[config.mk]
export PLATFORM = sky130hd
export DESIGN_NAME = dsi_tx_packets_assembler
export DESIGN_NICKNAME = d
export VERILOG_FILES = /design/src/logic/dsi_tx_pkg.sv /design/src/logic/dsi_ctrl_regs.sv /design/src/logic/dsi_video_timing.sv /design/src/logic/dsi_crc16.sv /design/src/logic/dsi_packet_builder.sv /design/src/logic/dsi_lane_repacker.sv /design/src/logic/dsi_tx_packets_assembler.sv
export SDC_FILE = /design/constraint.sdc
export NUM_CORES = 1
export LEC_CHECK = 0
export ABC_AREA = 1
export BUFFER_PORTS_ARGS = -buffer_cell sky130_fd_sc_hd__buf_2
export CORE_ASPECT_RATIO = 1.75
export CORE_MARGIN = 1
export CORE_UTILIZATION = 60
export DETAILED_ROUTE_END_ITERATION = 8
export GPL_TIMING_DRIVEN = 0
export PLACE_DENSITY = 0.84
export SETUP_SLACK_MARGIN = 0.3
export SKIP_LAST_GASP = 1
export SLEW_MARGIN = 20
export SYNTH_ARGS = -nofsm -noshare
export SYNTH_HDL_FRONTEND = slang
export SYNTH_SLANG_ARGS = --single-unit
export TNS_END_PERCENT = 1
[constraint.sdc]
create_clock -name clk -period 7.45 [get_ports clk]
set_input_delay 0.745 -clock clk [delete_from_list [all_inputs] [get_ports clk]]
set_output_delay 0.745 -clock clk [all_outputs]
set_load 0.02 [all_outputs]
[src/logic/dsi_tx_pkg.sv]
package dsi_tx_pkg;

    localparam logic [7:0] pkt_vss   = 8'h01;
    localparam logic [7:0] pkt_hss   = 8'h21;
    localparam logic [7:0] pkt_pps24 = 8'h3E;  // packed pixel, 24 bpp

    localparam logic [2:0] kind_none   = 3'd0;
    localparam logic [2:0] kind_lp_cmd = 3'd1;
    localparam logic [2:0] kind_vss    = 3'd2;
    localparam logic [2:0] kind_hss    = 3'd3;
    localparam logic [2:0] kind_line   = 3'd4;

    // lp flag, half flag, then the 32-bit word
    localparam int queue_width = 34;

    typedef struct packed {
        logic [7:0]  ecc;
        logic [15:0] word_count;
        logic [7:0]  data_id;
    } dsi_header_t;

    typedef union packed {
        dsi_header_t hdr;
        logic [31:0] data;  // payload or crc trailer
    } dsi_word_t;

    function automatic logic [7:0] dsi_ecc(input logic [23:0] hdr);
        logic [7:0] ecc;
        ecc    = 8'd0;
        ecc[0] = ^(hdr & 24'hF12CB7);
        ecc[1] = ^(hdr & 24'hF2555B);
        ecc[2] = ^(hdr & 24'h749A6D);
        ecc[3] = ^(hdr & 24'hB8E38E);
        ecc[4] = ^(hdr & 24'hDF03F0);
        ecc[5] = ^(hdr & 24'hEFFC00);
        return ecc;
    endfunction

endpackage

[src/logic/dsi_ctrl_regs.sv]
module dsi_ctrl_regs (
    input  logic        clk,
    input  logic        rst_n,
    input  logic        send_cmd,
    input  logic [23:0] cmd_packet,
    input  logic [2:0]  lanes_number,
    input  logic        idle,
    output logic        cmd_pulse,
    output logic [23:0] cmd_header,
    output logic [2:0]  lanes
);
    logic send_cmd_q;
    logic send_cmd_rise;

    assign send_cmd_rise = send_cmd && !send_cmd_q;

    always_ff @(posedge clk or negedge rst_n)
    begin
        if (!rst_n)
        begin
            send_cmd_q <= 1'b0;
            cmd_pulse  <= 1'b0;
            lanes      <= 3'd1;
        end
        else
        begin
            send_cmd_q <= send_cmd;
            cmd_pulse  <= send_cmd_rise;  // rising edge
            if (idle)
                lanes <= lanes_number;  // only between frames
        end
    end

    always_ff @(posedge clk)
    begin
        if (send_cmd_rise)
            cmd_header <= cmd_packet;
    end

endmodule

[src/logic/dsi_video_timing.sv]
module dsi_video_timing #(
    parameter int BLANK_TIME         = 100,
    parameter int BLANK_TIME_HBP_ACT = 100,
    parameter int VSA_LINES          = 100,
    parameter int VBP_LINES          = 100,
    parameter int ACT_LINES          = 100,
    parameter int VFP_LINES          = 100
) (
    input  logic       clk,
    input  logic       rst_n,
    input  logic       enable,
    input  logic       fifo_line_ready,
    input  logic       cmd_pulse,
    input  logic       pkt_done,
    output logic       pkt_req,
    output logic [2:0] pkt_kind,
    output logic       idle
);
    import dsi_tx_pkg::*;

    localparam logic [2:0] s_idle      = 3'd0;
    localparam logic [2:0] s_cmd       = 3'd1;
    localparam logic [2:0] s_vss       = 3'd2;
    localparam logic [2:0] s_vss_blank = 3'd3;
    localparam logic [2:0] s_hss       = 3'd4;
    localparam logic [2:0] s_hbp       = 3'd5;
    localparam logic [2:0] s_line      = 3'd6;
    localparam logic [2:0] s_blank     = 3'd7;

    localparam logic [1:0] ph_vsa = 2'd0;
    localparam logic [1:0] ph_vbp = 2'd1;
    localparam logic [1:0] ph_act = 2'd2;
    localparam logic [1:0] ph_vfp = 2'd3;

    logic [2:0]  state;
    logic [2:0]  state_next;
    logic [1:0]  phase;
    logic [1:0]  phase_next;
    logic [15:0] blank_cnt;
    logic [15:0] line_cnt;
    logic [15:0] phase_lines;
    logic        blank_done;
    logic        hbp_done;

    assign blank_done = (blank_cnt == 16'd0);
    assign hbp_done   = (blank_cnt == 16'(BLANK_TIME - BLANK_TIME_HBP_ACT));
    assign idle       = (state == s_idle);

    always_comb
    begin
        state_next = state;
        phase_next = phase;
        case (state)
            s_idle:
                if (enable && fifo_line_ready)
                    state_next = s_vss;
                else if (cmd_pulse)
                    state_next = s_cmd;
            s_cmd:
                if (pkt_done)
                    state_next = s_idle;
            s_vss:
                if (pkt_done)
                    state_next = s_vss_blank;
            s_vss_blank:
                if (blank_done)
                begin
                    state_next = s_hss;
                    phase_next = ph_vsa;
                end
            s_hss:
                if (pkt_done)
                    state_next = (phase == ph_act) ? s_hbp : s_blank;
            s_hbp:
                if (hbp_done)
                    state_next = s_line;
            s_line:
                if (pkt_done)
                    state_next = s_blank;  // hfp wait
            default:
                if (blank_done)
                begin
                    state_next = s_hss;
                    if (line_cnt == 16'd1)
                    begin
                        phase_next = phase + 2'd1;
                        if (phase == ph_vfp)
                            state_next = s_idle;
                    end
                end
        endcase
    end

    always_comb
    begin
        case (phase_next)
            ph_vsa:  phase_lines = 16'(VSA_LINES);
            ph_vbp:  phase_lines = 16'(VBP_LINES);
            ph_act:  phase_lines = 16'(ACT_LINES);
            default: phase_lines = 16'(VFP_LINES);
        endcase
    end

    always_ff @(posedge clk or negedge rst_n)
    begin
        if (!rst_n)
        begin
            state     <= s_idle;
            phase     <= ph_vsa;
            blank_cnt <= 16'd0;
            line_cnt  <= 16'd0;
        end
        else
        begin
            state <= state_next;
            phase <= phase_next;
            if (state_next != state)
                blank_cnt <= 16'(BLANK_TIME);
            else if (!blank_done)
                blank_cnt <= blank_cnt - 16'd1;
            if (state == s_vss_blank || phase_next != phase)
                line_cnt <= phase_lines;  // new phase
            else if (state == s_blank && blank_done)
                line_cnt <= line_cnt - 16'd1;
        end
    end

    always_comb
    begin
        pkt_req = 1'b1;
        case (state)
            s_cmd:   pkt_kind = kind_lp_cmd;
            s_vss:   pkt_kind = kind_vss;
            s_hss:   pkt_kind = kind_hss;
            s_line:  pkt_kind = kind_line;
            default:
            begin
                pkt_req  = 1'b0;
                pkt_kind = kind_none;
            end
        endcase
    end

endmodule

[src/logic/dsi_crc16.sv]
module dsi_crc16 (
    input  logic        clk,
    input  logic        rst_n,
    input  logic        clear,
    input  logic        write,
    input  logic [31:0] data,
    output logic [15:0] crc
);
    // four bytes low first, each lsb first
    function automatic logic [15:0] crc_word(input logic [15:0] seed, input logic [31:0] d);
        logic [15:0] c;
        c = seed;
        for (int i = 0; i < 32; i++)
        begin
            if (c[0] ^ d[i])
                c = (c >> 1) ^ 16'h8408;  // reflected 0x1021
            else
                c = c >> 1;
        end
        return c;
    endfunction

    always_ff @(posedge clk or negedge rst_n)
    begin
        if (!rst_n)
            crc <= 16'hFFFF;
        else if (clear)
            crc <= 16'hFFFF;
        else if (write)
            crc <= crc_word(crc, data);
    end

endmodule

[src/logic/dsi_packet_builder.sv]
module dsi_packet_builder #(
    parameter int BYTES_IN_LINE = 1920
) (
    input  logic                               clk,
    input  logic                               rst_n,
    input  logic                               pkt_req,
    input  logic [2:0]                         pkt_kind,
    input  logic [23:0]                        cmd_header,
    input  logic [31:0]                        fifo_data,
    input  logic                               fifo_not_empty,
    input  logic                               fifo_line_ready,
    input  logic                               q_full,
    input  logic [15:0]                        crc,
    output logic                               pkt_done,
    output logic                               fifo_read_ack,
    output logic                               q_write,
    output logic [dsi_tx_pkg::queue_width-1:0] q_word,
    output logic                               crc_clear,
    output logic                               crc_write,
    output logic                               underflow
);
    import dsi_tx_pkg::*;

    localparam logic [1:0] st_header  = 2'd0;
    localparam logic [1:0] st_payload = 2'd1;
    localparam logic [1:0] st_trailer = 2'd2;

    logic [1:0]  stage;
    logic [15:0] words_left;
    logic [7:0]  hdr_id;
    logic [15:0] hdr_count;
    dsi_word_t   word;
    logic        lp;
    logic        half;
    logic        is_line;

    assign is_line   = (pkt_kind == kind_line);
    assign q_word    = {lp, half, word};
    assign crc_write = fifo_read_ack;

    always_comb
    begin
        hdr_count = 16'd0;
        case (pkt_kind)
            kind_lp_cmd:
            begin
                hdr_id    = cmd_header[7:0];
                hdr_count = cmd_header[23:8];
            end
            kind_vss:
                hdr_id = pkt_vss;
            kind_line:
            begin
                hdr_id    = pkt_pps24;
                hdr_count = 16'(BYTES_IN_LINE);
            end
            default:
                hdr_id = pkt_hss;
        endcase
    end

    always_comb
    begin
        word          = '0;
        lp            = 1'b0;
        half          = 1'b0;
        q_write       = 1'b0;
        fifo_read_ack = 1'b0;
        crc_clear     = 1'b0;
        pkt_done      = 1'b0;
        underflow     = 1'b0;
        case (stage)
            st_payload:
            begin
                word.data     = fifo_data;
                q_write       = !q_full && fifo_not_empty;
                fifo_read_ack = q_write;
            end
            st_trailer:
            begin
                word.data = {16'd0, crc};
                half      = 1'b1;  // crc is two bytes
                q_write   = !q_full;
                pkt_done  = q_write;
            end
            default:
            begin
                word.hdr.data_id    = hdr_id;
                word.hdr.word_count = hdr_count;
                word.hdr.ecc        = dsi_ecc({hdr_count, hdr_id});
                lp        = (pkt_kind == kind_lp_cmd);
                crc_clear = pkt_req && is_line;
                underflow = crc_clear && !fifo_line_ready;  // line not buffered yet
                q_write   = pkt_req && !q_full && (!is_line || fifo_line_ready);
                pkt_done  = q_write && !is_line;
            end
        endcase
    end

    always_ff @(posedge clk or negedge rst_n)
    begin
        if (!rst_n)
        begin
            stage      <= st_header;
            words_left <= 16'd0;
        end
        else if (q_write)
        begin
            case (stage)
                st_payload:
                begin
                    words_left <= words_left - 16'd1;
                    if (words_left == 16'd1)
                        stage <= st_trailer;
                end
                st_trailer:
                    stage <= st_header;
                default:
                    if (is_line)
                    begin
                        stage      <= st_payload;
                        words_left <= 16'(BYTES_IN_LINE / 4);
                    end
            endcase
        end
    end

endmodule

[src/logic/dsi_lane_repacker.sv]
module dsi_lane_repacker (
    input  logic                               clk,
    input  logic                               rst_n,
    input  logic                               q_write,
    input  logic [dsi_tx_pkg::queue_width-1:0] q_word,
    input  logic [2:0]                         lanes,
    input  logic [3:0]                         phy_full,
    output logic                               q_full,
    output logic [32:0]                        phy_data,
    output logic [3:0]                         phy_write
);
    import dsi_tx_pkg::*;

    logic [queue_width-1:0] mem [4];
    logic [queue_width-1:0] head;
    logic [1:0]             wr_ptr;
    logic [1:0]             rd_ptr;
    logic [2:0]             count;
    logic                   q_empty;
    logic                   push;
    logic [63:0]            sr;
    logic [63:0]            sr_shifted;
    logic [63:0]            in_bytes;
    logic [3:0]             sr_cnt;
    logic                   lp;
    logic [2:0]             eff_lanes;
    logic                   mode_block;
    logic                   full_out;
    logic                   out_write;
    logic [2:0]             out_n;
    logic [3:0]             remain;
    logic                   load;

    assign q_empty    = (count == 3'd0);
    assign q_full     = (count == 3'd4);
    assign push       = q_write && !q_full;
    assign head       = mem[rd_ptr];
    assign eff_lanes  = lp ? 3'd1 : lanes;
    // lp and hs bytes never share the shift register
    assign mode_block = !q_empty && (head[33] != lp);
    assign full_out   = (sr_cnt >= {1'b0, eff_lanes});
    assign out_write  = !(|phy_full) && (sr_cnt != 4'd0) && (full_out || q_empty || mode_block);
    assign out_n      = full_out ? eff_lanes : sr_cnt[2:0];
    assign remain     = out_write ? sr_cnt - {1'b0, out_n} : sr_cnt;
    assign load       = !q_empty && (remain <= 4'd4) && (!mode_block || remain == 4'd0);
    assign sr_shifted = out_write ? sr >> {out_n, 3'b000} : sr;
    assign in_bytes   = head[32] ? {48'd0, head[15:0]} : {32'd0, head[31:0]};
    assign phy_data   = {lp, sr[31:0]};
    assign phy_write  = out_write ? ~(4'hF << out_n) : 4'h0;  // lowest out_n lanes

    always_ff @(posedge clk)
    begin
        if (push)
            mem[wr_ptr] <= q_word;
    end

    always_ff @(posedge clk or negedge rst_n)
    begin
        if (!rst_n)
        begin
            wr_ptr <= 2'd0;
            rd_ptr <= 2'd0;
            count  <= 3'd0;
            sr     <= 64'd0;
            sr_cnt <= 4'd0;
            lp     <= 1'b0;
        end
        else
        begin
            if (push)
                wr_ptr <= wr_ptr + 2'd1;
            if (load)
            begin
                rd_ptr <= rd_ptr + 2'd1;
                lp     <= head[33];
            end
            count  <= count + {2'b00, push} - {2'b00, load};
            sr     <= load ? sr_shifted | (in_bytes << {remain, 3'b000}) : sr_shifted;
            sr_cnt <= remain + (load ? (head[32] ? 4'd2 : 4'd4) : 4'd0);
        end
    end

endmodule

[src/logic/dsi_tx_packets_assembler.sv]
module dsi_tx_packets_assembler #(
    parameter int LINE_WIDTH         = 640,
    parameter int BITS_PER_PIXEL     = 24,
    parameter int BLANK_TIME         = 100,
    parameter int BLANK_TIME_HBP_ACT = 100,
    parameter int VSA_LINES          = 100,
    parameter int VBP_LINES          = 100,
    parameter int ACT_LINES          = 100,
    parameter int VFP_LINES          = 100
) (
    input  logic        clk,
    input  logic        rst_n,
    input  logic [31:0] fifo_data,
    input  logic        fifo_not_empty,
    input  logic        fifo_line_ready,
    output logic        fifo_read_ack,
    output logic [32:0] phy_data,
    output logic [3:0]  phy_write,
    input  logic [3:0]  phy_full,
    input  logic        enable,
    input  logic        send_cmd,
    input  logic [2:0]  lanes_number,
    input  logic [23:0] cmd_packet,
    output logic        pix_buffer_underflow_set
);
    import dsi_tx_pkg::*;

    localparam int BYTES_IN_LINE = LINE_WIDTH * BITS_PER_PIXEL / 8;  // multiple of 4

    logic                   cmd_pulse;
    logic [23:0]            cmd_header;
    logic [2:0]             lanes;
    logic                   idle;
    logic                   pkt_req;
    logic [2:0]             pkt_kind;
    logic                   pkt_done;
    logic                   q_write;
    logic [queue_width-1:0] q_word;
    logic                   q_full;
    logic                   crc_clear;
    logic                   crc_write;
    logic [15:0]            crc;

    dsi_ctrl_regs u_ctrl (
        .clk          (clk),
        .rst_n        (rst_n),
        .send_cmd     (send_cmd),
        .cmd_packet   (cmd_packet),
        .lanes_number (lanes_number),
        .idle         (idle),
        .cmd_pulse    (cmd_pulse),
        .cmd_header   (cmd_header),
        .lanes        (lanes)
    );

    dsi_video_timing #(
        .BLANK_TIME         (BLANK_TIME),
        .BLANK_TIME_HBP_ACT (BLANK_TIME_HBP_ACT),
        .VSA_LINES          (VSA_LINES),
        .VBP_LINES          (VBP_LINES),
        .ACT_LINES          (ACT_LINES),
        .VFP_LINES          (VFP_LINES)
    ) u_timing (
        .clk             (clk),
        .rst_n           (rst_n),
        .enable          (enable),
        .fifo_line_ready (fifo_line_ready),
        .cmd_pulse       (cmd_pulse),
        .pkt_done        (pkt_done),
        .pkt_req         (pkt_req),
        .pkt_kind        (pkt_kind),
        .idle            (idle)
    );

    dsi_packet_builder #(
        .BYTES_IN_LINE (BYTES_IN_LINE)
    ) u_builder (
        .clk             (clk),
        .rst_n           (rst_n),
        .pkt_req         (pkt_req),
        .pkt_kind        (pkt_kind),
        .cmd_header      (cmd_header),
        .fifo_data       (fifo_data),
        .fifo_not_empty  (fifo_not_empty),
        .fifo_line_ready (fifo_line_ready),
        .q_full          (q_full),
        .crc             (crc),
        .pkt_done        (pkt_done),
        .fifo_read_ack   (fifo_read_ack),
        .q_write         (q_write),
        .q_word          (q_word),
        .crc_clear       (crc_clear),
        .crc_write       (crc_write),
        .underflow       (pix_buffer_underflow_set)
    );

    dsi_crc16 u_crc (
        .clk   (clk),
        .rst_n (rst_n),
        .clear (crc_clear),
        .write (crc_write),
        .data  (fifo_data),
        .crc   (crc)
    );

    dsi_lane_repacker u_repacker (
        .clk       (clk),
        .rst_n     (rst_n),
        .q_write   (q_write),
        .q_word    (q_word),
        .lanes     (lanes),
        .phy_full  (phy_full),
        .q_full    (q_full),
        .phy_data  (phy_data),
        .phy_write (phy_write)
    );

endmodule

# After elaboration in Yosys (flattened, before gate mapping)
# Memories as Yosys holds them, arrays and structs flattened.
# Index checks and enable logic that the tools add are counted.
[totals]
reg_bits = 176
mem_bits_rw = 136
out_inout_bits = 39
mem_count = 1
[op_classes]
n_addsub = 10
magnitude_cmp = 2
eq_ne = 22
shifts = 3
mux = 145
bitwise = 67
n_reduce_logical = 48
[memory_table]
columns = ["name", "depth", "word_bits", "rd", "rd_ports_with_merged_regs", "wr", "line_no", "rtl"]
rows = [
  ["u_repacker.mem", 4, 34, 1, 0, 1, "dsi_lane_repacker.sv:14", "logic [queue_width-1:0] mem [4];"],
]
[op_table]
columns = ["op", "count"]
rows = [
  ["$mux 16", 101],
  ["$reduce_xor 24->1", 6],
  ["$mux 64", 2],
  ["$not 2->3", 32],
  ["$or 64x64->64", 1],
  ["$pmux 16 s2", 2],
  ["$pmux 32 s2", 1],
  ["$shl 64x7->64", 1],
  ["$shr 64x6->64", 1],
  ["$sub 16x1->16 const B", 3],
  ["$mux 3", 14],
  ["$eq 16x1->1 const B", 2],
  ["$mux 32", 1],
  ["$xor 1x1->1", 32],
  ["$pmux 8 s3", 1],
  ["$pmux 3 s7", 1],
  ["$eq 3x3->1 const B", 6],
  ["$logic_not 16->1", 1],
  ["$logic_and 1x1->1", 15],
  ["$mux 2", 6],
  ["$mux 4", 3],
  ["$pmux 3 s4", 1],
  ["$eq 3x2->1 const B", 3],
  ["$mux 1", 8],
  ["other kinds (31)", 53],
]

# Longest topological paths before layout
# Gate-level depths: netlist of the first run.
[depth]
ltp_word = 130
ltp_mapped = 30
mapped_depth_nobuf = 29

# By module
# Synthesis of the first run repeated with hierarchy kept, for this count alone.
[hier_totals]
cells_unflattened = 2751
hier_area_um2 = 20991.4
[modules_own_cells]
columns = ["module", "n_inst", "cells_each", "area_each_um2", "seq_area_each_um2"]
rows = [
  ["dsi_lane_repacker", 1, 1454, 12051.6, 5985.7],
  ["dsi_packet_builder", 1, 519, 2882.8, 450.4],
  ["dsi_crc16", 1, 423, 2715.1, 420.4],
  ["dsi_video_timing", 1, 314, 2449.8, 925.9],
  ["dsi_ctrl_regs", 1, 41, 892.1, 847.1],
]

# Worst setup path after synthesis of the first run
# No wires, ideal clock.
[synth_timing]
path_kind = "reg-to-reg"
from = "reg u_repacker.lp"
to = "reg u_repacker.count[2]"
arrival_time_ps = 4149
slack_ps = 3173
path_stages_with_launch = 28
path_buffers = 3
path_cell_list = "dfrtp_1 inv_1 nand2_1 ha_1 o21ai_1 nand2_1 nand2_1 nand2_2 nand2_1 nand2_1 buf_2 clkbuf_1 ha_1 inv_1 ha_1 o21ai_1 inv_2 nor2_2 nand3_1 nand2_1 nand2_2 buf_6 inv_2 ha_1 inv_1 ha_1 fa_1 xor2_1"
[synth_between]
elab_chain_cells = 10
[synth_lines]
columns = ["element", "line_no", "rtl"]
rows = [
  ["start, declared", "dsi_lane_repacker.sv:25", "logic lp;"],
  ["start signal, assigned", "dsi_lane_repacker.sv:75", "lp <= head[33];"],
  ["parallel branches: the longest is 8 deep, another holds $ge 4x3->1", "n/a", ""],
  ["$logic_and 1x1->1 (*)", "dsi_lane_repacker.sv:45", "assign load = !q_empty && (remain <= 4'd4) && (!mode_block || remain == 4'd0);"],
  ["$sub 3x1->3 (*)", "dsi_lane_repacker.sv:77", "count <= count + {2'b00, push} - {2'b00, load};"],
  ["end signal, assigned", "dsi_lane_repacker.sv:77", ""],
  ["end, declared", "dsi_lane_repacker.sv:18", "logic [2:0] count;"],
]
# Every way passes the cells marked *.
# A chain may end at the register's enable or synchronous reset.

# Worst setup path after layout of the first run
# Same ends and word-level chain as after synthesis.

==> results by group, run 1 <==
Floorplanning
  – DIE AREA: 32250 µm²
  – Core ar.: around 31000 µm²
  – Io pins: between 100 and 150
  – Vert. Die Dim: 236.8 µm
  – Initial core utilization: around three fifths
  – Chip width: 136.2 µm
  – FP Rows: 85

Yosys
  – Largest area contributor in the netlist: edfxtp_1
  – Synth cell types: 54
  – EDFF count, synth: 160
  – Avg Cell Area, Syn: about 8 µm²
  – Cells after Synth: around 2400
  – Sequential area share after synthesis: between 40 and 50%
  – Synth Register Bits: 312
  – Synth area leaders: edfxtp_1 (25%), dfrtp_1 (18%), nand2_1 (13%), o21ai_0 (5.2%), inv_1 (4.1%)
  – Synthesis Warnings: 0
  – Cell area after synthesis: 18910 µm²
  – Synth top area share: 25.41%
  – Post-Syn Nets: approximately 2500
  – Main flop type after synthesis: edfxtp_1
  – FFs w/ async S/R, synth: about half

Clock tree
  – CTS buffer count: 28
  – Clock sinks: between 300 and 400
  – Worst-skew pair later-pin latency: 0.61 ns
  – Root buffer cell: clkbuf_16
  – H-tree depth: 1
  – CTS clk-pin slew, worst paths: ~0.07 ns
  – CTS tree: built
  – Clk buf depth: 3
  – Post-CTS setup buffer count: 0
  – Number of gates resized after CTS: 0
  – Cts hold-fix bufs: 0

Drt
  – Total vias in the final route: about 18000
  – WL/cell: 23.40 µm
  – Iter 0 DRT Violations: 1389
  – Drt first pass iters: 6
  – Drt total wl: between 60000 and 70000 µm
  – Antenna viol nets, final: 0
  – DR vias/cell: 6.055
  – # DRC: 0

Worst setup path
  – Crit path kind: flip-flop to flip-flop
  – CP max FO: 10
  – CP Launch Type: flip-flop
  – Setup crit end kind: flip-flop
  – Critical Path AT: 6.47 ns
  – CP Data Required Time: around 7.9 ns

STA
  – Final setup violation count: 0
  – Max-slew violations: 0
  – Slew @ Worst Pin: between 1 and 1.5 ns
  – Slew HR: between 20 and 25%
  – Fmax: 167.2 MHz
  – RSZ-0062 raised after global routing: no
  – Crit path time final: 5.982 ns
  – Fin crit share: 80.29%
  – Post-route setup TNS: 0 ns
  – Clk_skew: 0.02453 ns
  – Final hold viol count: 0

Flow run
  – MaxCap Viol Count: 0

Place
  – Detail Placement HPWL: 51380 µm
  – Gpl congestion: 1.079
  – IO buf count: roughly 110

Global routing
  – Tot GR Track Use: 44.16%
  – First-pass GRT wire length: 102600 µm
  – Number of global-route vias before repair: 17460
  – Initial antenna violation count: 4
  – Largest net degree at the start of global routing: 78
  – Total gr overflow: 0

Final layout
  – Share of layout cells above drive strength 1: 14.65%
  – Fill count: 2483
  – Layout area overhead: 11.22%
  – Commonest cells after routing, fill and taps aside: nand2_1 (648), inv_1 (208), nor2_1 (195), o21ai_0 (192), edfxtp_1 (160)
  – Commonest non-fill, non-tap cell in the layout: nand2_1
  – Nets@finish: about 2600

Run status
  – Outcome: complete, no violations

Min path
  – Hold crit path type: input port to async pin
[final cells by class]
type / count / area, µm² / area share, %
timing repair buffer: 113 / 671.9 / 3.195
multi-input combinational: 1712 / 8761 / 41.66
clock inverter: 23 / 210.2 / 0.9996
inverter: 221 / 829.5 / 3.945
antenna: 3 / 7.507 / 0.03570
sequential: 312 / 8630 / 41.04
tap: 391 / 489.2 / 2.327
clock buffer: 29 / 704.4 / 3.350
buffer: 129 / 724.4 / 3.445
[worst max-delay path, stage by stage (launching register included)]
cell and delay [ns]:
dfrtp_1 0.44, inv_1 0.12, nand2_1 0.10, ha_1 0.28, o21ai_1 0.06, nand2_1 0.06
nand2_1 0.08, nand2_2 0.17, nand2_1 0.07, nand2_1 0.45, buf_2 0.42, clkbuf_1 0.64
ha_1 0.31, inv_1 0.05, ha_1 0.28, o21ai_1 0.39, inv_2 0.13, nor2_2 0.15
nand3_1 0.09, nand2_1 0.09, nand2_2 0.08, buf_6 0.19, inv_2 0.23, ha_1 0.17
inv_1 0.04, ha_1 0.18, fa_1 0.41, xor2_1 0.17
[stage by stage]
stage / utilization (%) / hold WS (ns) / setup WS (ns) / instances / instance area [µm²]
6_report: 68.18 / 0.08798 / 1.468 / 2933 / 21030
5_1_grt: 68.15 / 0.1359 / 1.339 / 2930 / 21020
4_1_cts: 68.14 / 0.1327 / 1.731 / 2930 / 21020
3_5_place_dp: 65.17 / 0.4693 / 1.740 / 2878 / 20100
3_3_place_gp: 64.62 / 0.4716 / 1.840 / 2872 / 19930
2_1_floorplan: - / 0.4494 / 3.173 / 2374 / 18910
[cells by family after synthesis]
kind of cell	after synthesis	share of synthesized area, %
multiplexers	8	0.4368
XOR/XNOR	98	4.579
buffers and inverters	350	8.219
AO/OA/AOI/OAI	453	14.23
AND/OR/NAND/NOR	1130	25.29
adder cells (fa/ha/maj)	23	1.601
flip-flops	312	45.64
[worst paths after layout]
check	startpoint	endpoint	slack [ns]	depth (start not counted)
max in group asynchronous	rst_n	u_crc.crc[13]$_DFFE_PN1P_	6.48	2
max	u_repacker.lp$_DFFE_PN0N_	u_repacker.count[2]$_DFF_PN0_	1.47	27
min	rst_n	u_repacker.sr[17]$_DFF_PN0_	0.09	1
min reg2reg	u_timing.line_cnt[9]$_DFFE_PN0P_	u_timing.line_cnt[9]$_DFFE_PN0P_	0.50	2
max reg2reg	u_repacker.lp$_DFFE_PN0N_	u_repacker.count[2]$_DFF_PN0_	1.47	27
min in group clk	send_cmd	u_ctrl.send_cmd_q$_DFF_PN0_	0.25	1
[sequential cells by signal (all words and copies together), names as in the netlist, 2 cells and up]
name,count
u_repacker.mem,136
u_repacker.sr,64
u_ctrl.cmd_header,24
u_builder.words_left,16
u_crc.crc,16
u_timing.blank_cnt,16
u_timing.line_cnt,16
u_repacker.sr_cnt,4
u_ctrl.lanes,3
u_repacker.count,3
u_timing.state,3
u_builder.stage,2
u_repacker.rd_ptr,2
u_repacker.wr_ptr,2
u_timing.phase,2
[cell usage after synthesis, types with 21 or more instances]
| master | instances |
|---|---|
| ha_1 | 21 |
| a21oi_1 | 56 |
| nand2_1 | 648 |
| clkbuf_1 | 56 |
| dfrtp_1 | 135 |
| nand2_2 | 28 |
| nand3_1 | 143 |
| xnor2_1 | 34 |
| buf_2 | 21 |
| or2_2 | 51 |
| o21ai_1 | 55 |
| nor2_1 | 200 |
| edfxtp_1 | 160 |
| o21ai_0 | 197 |
| xor2_1 | 63 |
| o22ai_1 | 32 |
| inv_1 | 208 |
| buf_4 | 39 |
[routing by layer]
metal / vias to the layer above / part of all wire (%) / global-route usage [%]
met1: 8229 / 30 / 39.50
met5: - / 0 / 0.4762
met3: 367 / 8.0 / 13.34
met2: 1001 / 50 / 75.62
met4: 0 / 12 / 44.01
li1: 8161 / - / -
Power of run 1 is not shown: default switching activity piles up to over one toggle a cycle in this logic, so the estimate is an artifact.
==> run 2: changes to the inputs <==
--- a/config.mk
+++ b/config.mk
@@ -5,14 +5,14 @@
 export SDC_FILE = /design/constraint.sdc
 export NUM_CORES = 1
 export LEC_CHECK = 0
-export ABC_AREA = 1
+export ABC_AREA = 0
 export BUFFER_PORTS_ARGS = -buffer_cell sky130_fd_sc_hd__buf_2
 export CORE_ASPECT_RATIO = 1.75
 export CORE_MARGIN = 1
-export CORE_UTILIZATION = 60
+export CORE_UTILIZATION = 56
 export DETAILED_ROUTE_END_ITERATION = 8
 export GPL_TIMING_DRIVEN = 0
-export PLACE_DENSITY = 0.84
+export PLACE_DENSITY = 0.82
 export SETUP_SLACK_MARGIN = 0.3
 export SKIP_LAST_GASP = 1
 export SLEW_MARGIN = 20
==> constraint.sdc (replaced) <==
create_clock -name clk -period 5 [get_ports clk]
set_input_delay 0.5 -clock clk [delete_from_list [all_inputs] [get_ports clk]]
set_output_delay 0.5 -clock clk [all_outputs]
set_load 0.02 [all_outputs]
==> run 2 against run 1 <==
  * Critical path depth is 5 lower
  * First-iteration DRC count shrank 16%
  * Sequential share of layout area increased by 2.6 points
  * Sequential cell count unchanged
  * Die area is 1.8% lower
  * Cell count is 29% lower
  * Final area is 5.9% lower
  * Clock skew shrank 0.0079 ns
  * Synthesized cell count fell by 36%
  * Fmax grew 20%
  * Global-route usage fell by 11 points
  * Via count is 25% lower
  * Critical path type unchanged
==> results by group, run 2 <==
STA
  – Max-slew violations: 0 (unchanged)
  – Slew HR: 35.78% (was 22.24%)
  – Clk_skew: 0.01660 ns (was 0.02453 ns)
  – RSZ-0062 raised after global routing: yes (was no)
  – Fin crit share: 99.91% (was 80.29%)
  – Slew @ Worst Pin: 0.9633 ns (was 1.154 ns)
  – Fmax: 200.2 MHz (was 167.2 MHz)
  – Final hold viol count: 0 (unchanged)
  – Crit path time final: 4.995 ns (was 5.982 ns)
  – Final setup violation count: 0 (unchanged)

Pwr
  – LEAKAGE: 7.859 nW
  – Final Power: 5.942 mW
  – VDD IR max: 0.3673 mV
  – Pwr dens: 300.3 nW/µm²

Final layout
  – Commonest non-fill, non-tap cell in the layout: edfxtp_1 (was nand2_1)
  – Largest Register: u_repacker.mem (unchanged)
  – Nets@finish: 1773 (was 2609)
  – Commonest cells after routing, fill and taps aside: edfxtp_1 (160), nand2_1 (159), dfrtp_1 (132), buf_2 (116), xnor2_1 (115) (was nand2_1 (648), inv_1 (208), nor2_1 (195), o21ai_0 (192), edfxtp_1 (160))
  – Largest register FFs: 136 (unchanged)
  – Largest registers: u_repacker.mem: 136 flops, u_repacker.sr: 64 flops, u_ctrl.cmd_header: 24 flops (unchanged)
  – Share of layout cells above drive strength 1: 20.01% (was 14.65%)
  – Final Non-Filler Cells: 2091 (was 2933)
  – Layout area overhead: 14.24% (was 11.22%)
  – Ant diodes: 0 (was 3)

Drt
  – # DRC: 0 (unchanged)
  – Drt first pass iters: 6 (unchanged)
  – Drt total wl: 50850 µm (was 68620 µm)
  – Iter 0 DRT Violations: 1170 (was 1389)
  – DR vias/cell: 6.370 (was 6.055)
  – Total vias in the final route: 13320 (was 17760)
  – WL/cell: 24.32 µm (was 23.40 µm)
  – Antenna viol nets, final: 0 (unchanged)

Floorplanning
  – Initial core utilization: 57.23% (was 61.30%)
  – FP Rows: 84 (was 85)
  – Io pins: 108 (unchanged)
  – Core ar.: 30270 µm² (was 30840 µm²)
  – DIE AREA: 31670 µm² (was 32250 µm²)
  – Chip width: 134.9 µm (was 136.2 µm)
  – Vert. Die Dim: 234.7 µm (was 236.8 µm)

Worst setup path
  – Setup crit end kind: flip-flop (unchanged)
  – Worst path cell trace: or2_4, ha_4, nand2b_4, a21o_1, a211o_1, clkbuf_8, mux2i_4, inv_2, clkbuf_16, ha_4, inv_2, ha_4, inv_2, o21ai_0, nor2_1, o21ai_1, and3_1, nor2_2, inv_2, nor4_4, nand2_1, o221ai_1
  – CP Buf/Inv Count: 6 (was 8)
  – CP max FO: 9 (was 10)
  – Slowest stage delay, CP: 0.66 ns (was 0.64 ns)
  – CP Launch Type: flip-flop (unchanged)
  – Crit path kind: flip-flop to flip-flop (unchanged)
  – CP Data Required Time: 5.47 ns (was 7.94 ns)
  – Crit path max-delay family: simple AND/OR/NAND/NOR gates (was buffers and inverters)
  – Crit-path slowest cell: nor4_4 (was clkbuf_1)
  – Reg2reg setup slack: 0.005 ns (was 1.47 ns)
  – Critical Path AT: 5.46 ns (was 6.47 ns)
  – Worst path most repeated cell: inv_2 (was nand2_1)

Global routing
  – Tot GR Track Use: 33.17% (was 44.16%)
  – Initial antenna violation count: 0 (was 4)
  – Largest net degree at the start of global routing: 96 (was 78)
  – Total gr overflow: 0 (unchanged)
  – First-pass GRT wire length: 78650 µm (was 102600 µm)
  – Number of global-route vias before repair: 13680 (was 17460)

Yosys
  – Mux cell area share after synthesis: 9.470% (was 0.4368%)
  – EDFF count, synth: 160 (unchanged)
  – Synth area leaders: edfxtp_1 (28%), dfrtp_1 (20%), xnor2_1 (5.9%), mux2i_1 (4.4%), mux4_2 (4.4%) (was edfxtp_1 (25%), dfrtp_1 (18%), nand2_1 (13%), o21ai_0 (5.2%), inv_1 (4.1%))
  – Most frequent cells after synthesis: edfxtp_1 (160), nand2_1 (160), dfrtp_1 (135) (was nand2_1 (648), inv_1 (208), nor2_1 (200))
  – Synth cell types: 67 (was 54)
  – Post-Syn Nets: 1610 (was 2466)
  – Simple-gate portion of the synthesized area: 10.69% (was 25.29%)
  – Post-synthesis compound-gate area fraction: 12.94% (was 14.23%)
  – Adder-Cell Fraction of Synth Area: 1.864% (was 1.601%)
  – Avg Cell Area, Syn: 11.41 µm² (was 7.964 µm²)
  – Cell area after synthesis: 17320 µm² (was 18910 µm²)
  – Synthesis Warnings: 0 (unchanged)
  – Main flop type after synthesis: edfxtp_1 (unchanged)
  – Synth top area share: 27.74% (was 25.41%)
  – Synth Register Bits: 312 (unchanged)
  – Cells after Synth: 1518 (was 2374)
  – Largest area contributor in the netlist: edfxtp_1 (unchanged)
  – Post-Synth XOR/XNOR Area: 11.18% (was 4.579%)
  – Largest family of logic cells by synthesized area: compound AO/OA/AOI/OAI gates (was simple AND/OR/NAND/NOR gates)
  – FFs w/ async S/R, synth: 48.72% (unchanged)
  – Sequential area share after synthesis: 49.82% (was 45.64%)

Run status
  – Outcome: complete, no violations (unchanged)

Clock tree
  – CTS clk-pin slew, worst paths: 0.07 ns (about the same)
  – Clock sinks: 312 (unchanged)
  – H-tree depth: 1 (unchanged)
  – CTS buffer count: 29 (was 28)
  – Worst-skew pair later-pin latency: 0.58 ns (was 0.61 ns)
  – Clk buf depth: 3 (unchanged)
  – Root buffer cell: clkbuf_16 (unchanged)
  – CTS tree: built (unchanged)

Flow run
  – MaxCap Viol Count: 0 (unchanged)

Place
  – Dpl cells: 2018 (was 2878)
  – Detail Placement HPWL: 38000 µm (was 51380 µm)
  – IO buf count: 107 (unchanged)
  – Gpl congestion: 1.024 (was 1.079)

Min path
  – Hold crit path type: input port to flip-flop (was input port to async pin)
-- run 2: final timing paths --
kind                                             from                     endpoint  depth (start not counted)
hold / removal                               send_cmd  u_ctrl.send_cmd_q$_DFF_PN0_                          1
setup / recovery            u_repacker.lp$_DFFE_PN0N_  u_repacker.sr[11]$_DFF_PN0_                         22
min in group asynchronous                       rst_n  u_ctrl.send_cmd_q$_DFF_PN0_                          2
setup reg to reg            u_repacker.lp$_DFFE_PN0N_  u_repacker.sr[11]$_DFF_PN0_                         22
hold reg to reg            u_repacker.sr[3]$_DFF_PN0_   u_repacker.sr[3]$_DFF_PN0_                          2
max in group asynchronous                       rst_n  u_ctrl.lanes[1]$_DFFE_PN0P_                          3
-- run 2: logic make-up after synthesis --
group,after synthesis
flip-flops,312
AO/OA/AOI/OAI,322
AND/OR/NAND/NOR,403
multiplexers,120
XOR/XNOR,187
buffers and inverters,149
adder cells (fa/ha/maj),25
-- run 2: metal layers --
layer	global-route usage [%]	wire, µm	vias to the layer above
li1	-	-	5875
met1	34.38	16590	6480
met2	59.31	27020	697
met3	4.293	2753	268
met4	26.12	4482	0
met5	0	0	-
-- run 2: through the flow --
step | setup WS [ns] | hold WS (ns) | util [%] | TNS [ns] | area (µm²)
6_report | 0.004550 | 0.04727 | 65.37 | 0 | 19790
4_1_cts | 0.02184 | 0.03331 | 65.12 | 0 | 19710
2_1_floorplan | 0.2507 | 0.2044 | - | 0 | 17430
3_5_place_dp | -0.3616 | 0.4492 | 61.56 | -3.178 | 18630
3_3_place_gp | -0.3330 | 0.4633 | 60.96 | -2.216 | 18450
5_1_grt | -0.1299 | 0.04632 | 65.37 | -0.4336 | 19790
-- run 2: layout make-up --
cell class,instances,area (µm²)
plain buffers,116,616.8
clock buffers,31,733.2
clock inverters,23,191.4
fillers,2317,10480
inverters,33,127.6
multi-input cells,1057,8168
flip-flops and latches,312,8633
well taps,387,484.2
repair buffers,132,833.3
-- run 2: timing repair --
action,CTS,global route
setup endpoints to repair,31,34
hold endpoints to repair,57,0
buffers inserted,13,5
hold buffers,1,0
pin swaps,9,10
gates resized for setup,8,7
cloned,0,0
-- run 2: power breakdown --
| part | internal [mW] | switching, mW |
|---|---|---|
| registers | 2.71 | 0.0232 |
| clock network | 1.18 | 1.01 |
| logic | 0.488 | 0.541 |
| total | 4.37 | 1.57 |
No activity file was read; power rests on OpenSTA's default activity.
==> run 3: changes to the inputs <==
--- a/config.mk
+++ b/config.mk
@@ -13,7 +13,6 @@
 export DETAILED_ROUTE_END_ITERATION = 8
 export GPL_TIMING_DRIVEN = 0
 export PLACE_DENSITY = 0.82
-export SETUP_SLACK_MARGIN = 0.3
 export SKIP_LAST_GASP = 1
 export SLEW_MARGIN = 20
 export SYNTH_ARGS = -nofsm -noshare
==> run 3 against run 2 <==
  * Sequential power is essentially flat
  * Critical path type unchanged
  * Sequential share of layout area increased by 0.16 points
  * Highest routed layer unchanged
  * Core utilization decreased by 0.24 points
==> results by group, run 3 (synthesis results as in run 2) <==
Run status
  – Outcome: complete, no violations (unchanged)

Floorplanning
  – Vert. Die Dim: 234.7 µm (unchanged)
  – DIE AREA: 31670 µm² (unchanged)
  – Chip width: 134.9 µm (unchanged)
  – Io pins: 108 (unchanged)
  – FP Rows: 84 (unchanged)
  – Core ar.: 30270 µm² (unchanged)
  – Initial core utilization: 57.23% (unchanged)

Worst setup path
  – Critical Path AT: 5.41 ns (was 5.46 ns)
  – Worst Setup EP: u_repacker.count[2]$_DFF_PN0_ (was u_repacker.sr[11]$_DFF_PN0_)
  – CP Buf/Inv Count: 7 (was 6)
  – CP Depth: 25 (was 22)
  – CP Data Required Time: 5.44 ns (was 5.47 ns)
  – CP max FO: 4 (was 9)
  – Critical path origin: u_repacker.lp$_DFFE_PN0N_ (unchanged)
  – CP Launch Type: flip-flop (unchanged)
  – Worst R2R Start: u_repacker.lp$_DFFE_PN0N_ (unchanged)
  – Reg2reg setup slack: 0.02 ns (was 0.005 ns)
  – Crit path kind: flip-flop to flip-flop (unchanged)
  – Setup crit end kind: flip-flop (unchanged)
  – Crit-path slowest cell: dfrtp_2 (was nor4_4)
  – Slowest stage delay, CP: 0.45 ns (was 0.66 ns)
  – Worst r2r dst: u_repacker.count[2]$_DFF_PN0_ (was u_repacker.sr[11]$_DFF_PN0_)
  – R2R depth: 25 (was 22)
  – Crit path max-delay family: adder cells (was simple AND/OR/NAND/NOR gates)

STA
  – Final setup violation count: 0 (unchanged)
  – RSZ-0062 raised after global routing: yes (unchanged)
  – Fmax: 201.0 MHz (was 200.2 MHz)
  – Max-slew violations: 0 (unchanged)
  – Slew @ Worst Pin: 1.051 ns (was 0.9633 ns)
  – Setup WS post-layout: 0.02466 ns (was 0.004550 ns)
  – Slew HR: 29.39% (was 35.78%)
  – Fin crit share: 99.51% (was 99.91%)
  – Final hold viol count: 0 (unchanged)
  – Clk_skew: 0.01781 ns (was 0.01660 ns)
  – Crit path time final: 4.975 ns (was 4.995 ns)

Final layout
  – Commonest non-fill, non-tap cell in the layout: edfxtp_1 (unchanged)
  – Util after Layout: 65.13% (was 65.37%)
  – Layout area overhead: 13.81% (was 14.24%)
  – Nets@finish: 1768 (was 1773)
  – Reg area: 8632 µm² (was 8633 µm²)
  – Fill count: 2272 (was 2317)
  – Largest registers: u_repacker.mem: 136 flops, u_repacker.sr: 64 flops, u_ctrl.cmd_header: 24 flops (unchanged)
  – Largest Register: u_repacker.mem (unchanged)
  – Commonest cells after routing, fill and taps aside: edfxtp_1 (160), nand2_1 (159), dfrtp_1 (133), buf_2 (116), xnor2_1 (115) (was edfxtp_1 (160), nand2_1 (159), dfrtp_1 (132), buf_2 (116), xnor2_1 (115))
  – Share of layout cells above drive strength 1: 19.02% (was 20.01%)
  – Multi-input logic area: 8104 µm² (was 8168 µm²)
  – Final Non-Filler Cells: 2085 (was 2091)
  – Ant diodes: 0 (unchanged)
  – Largest register FFs: 136 (unchanged)

Flow run
  – MaxCap Viol Count: 0 (unchanged)

Place
  – Dpl cells: 2018 (unchanged)
  – Detail Placement HPWL: 37710 µm (was 38000 µm)
  – Setup WS pre-CTS: -0.6763 ns (was -0.3616 ns)
  – IO buf count: 107 (unchanged)
  – Gpl congestion: 1.144 (was 1.024)

Pwr
  – Switching Share: 25.71% (was 26.47%)
  – Pwr dens: 305.5 nW/µm² (was 300.3 nW/µm²)
  – Final Power: 6.023 mW (was 5.942 mW)
  – Sequential power share: 45.3% (was 45.9%)
  – LEAKAGE: 7.881 nW (was 7.859 nW)
  – Combinational Power Share: 17.0% (was 17.3%)
  – Power share of the clock group: 37.7% (was 36.8%)
  – Net Switching: 1.549 mW (was 1.573 mW)
  – VDD IR max: 0.3949 mV (was 0.3673 mV)
  – Int Power: 4.475 mW (was 4.369 mW)

Clock tree
  – CTS buffer count: 28 (was 29)
  – Worst-skew pair later-pin latency: 0.57 ns (was 0.58 ns)
  – Root buffer cell: clkbuf_16 (unchanged)
  – Clk buf depth: 3 (unchanged)
  – CTS tree: built (unchanged)
  – CTS clk-pin slew, worst paths: 0.07 ns (about the same)
  – Clock sinks: 312 (unchanged)
  – H-tree depth: 1 (unchanged)

Global routing
  – Initial antenna violation count: 0 (unchanged)
  – First-pass GRT wire length: 76580 µm (was 78650 µm)
  – Largest net degree at the start of global routing: 84 (was 96)
  – Tot GR Track Use: 32.21% (was 33.17%)
  – Number of global-route vias before repair: 13710 (was 13680)
  – Total gr overflow: 0 (unchanged)

Drt
  – DR vias/cell: 6.341 (was 6.370)
  – Antenna viol nets, final: 0 (unchanged)
  – Total vias in the final route: 13220 (was 13320)
  – Iter 0 DRT Violations: 1043 (was 1170)
  – WL/cell: 23.93 µm (was 24.32 µm)
  – # DRC: 0 (unchanged)
  – Drt first pass iters: 8 (was 6)
  – Drt total wl: 49900 µm (was 50850 µm)

Min path
  – Hold path start: send_cmd (unchanged)
  – Hold crit path type: input port to flip-flop (unchanged)
## run 3: changes by cell type in the layout (fill, tap and decap cells not counted), moves of 2 or more
cell        previous run  this run
bufinv_16              2         4
inv_2                  8         3
ha_1                  16        18
clkinv_4               1         3
buf_4                 52        49
clkinvlp_4             8         3
inv_1                 24        29
clkinvlp_2             2         0
ha_2                   0         3
clkbuf_1              63        66
clkinv_1               5         2
ha_4                   5         0
## run 3: through the flow
stage / hold slack [ns] / area [µm²] / TNS, ns
global placement: 0.4658 / 18400 / -6.938
floorplan: 0.2044 / 17380 / 0
global route: 0.05035 / 19710 / -0.2558
CTS: 0.04358 / 19680 / -0.007477
finish: 0.05839 / 19710 / 0
detailed placement: 0.4876 / 18580 / -6.531
## run 3: timing repair
action                     4_1_cts  5_1_grt
gates resized for setup         10        4
pin swaps                        7        4
hold endpoints to repair        52        0
hold buffers                     1        0
setup buffers                   13        2
setup endpoints to repair       34       11
## run 3: layer usage
layer | wire (µm) | global-route usage [%]
met2 | 26910 | 58.90
met5 | 0 | 0
met1 | 16470 | 32.67
met4 | 3951 | 24.96
met3 | 2561 | 3.646
## run 3: layout make-up
class	instances	share of cell area (%)
Clock inverter	18	1.104
Buffer	115	3.002
Clock buffer	34	3.776
Sequential cell	312	43.79
Multi-Input combinational cell	1057	41.11
Timing Repair Buffer	129	4.113
Inverter	33	0.6537
Tap cell	387	2.456
## run 3: how the worst min path moves through the flow
stage | end | slack [ns] | depth (start not counted)
2_1_floorplan | u_builder.stage[0]$_DFFE_PN0P_ | 0.20 | 0
3_3_place_gp | u_repacker.sr[7]$_DFF_PN0_ | 0.47 | 2
3_5_place_dp | u_repacker.sr[6]$_DFF_PN0_ | 0.49 | 2
4_1_cts | u_ctrl.send_cmd_q$_DFF_PN0_ | 0.04 | 1
5_1_grt | u_ctrl.send_cmd_q$_DFF_PN0_ | 0.05 | 1
6_report | u_ctrl.send_cmd_q$_DFF_PN0_ | 0.06 | 1
## run 3: power groups by stage
stage	Sequential [mW]	Clock, mW	Combinational (mW)
after global routing	2.73	2.38	1.08
final	2.73	2.27	1.02
after detailed placement	2.78	0	1.01
after floorplan	2.77	0	0.783
after CTS	2.73	2.29	1.01
after global placement	2.78	0	0.981
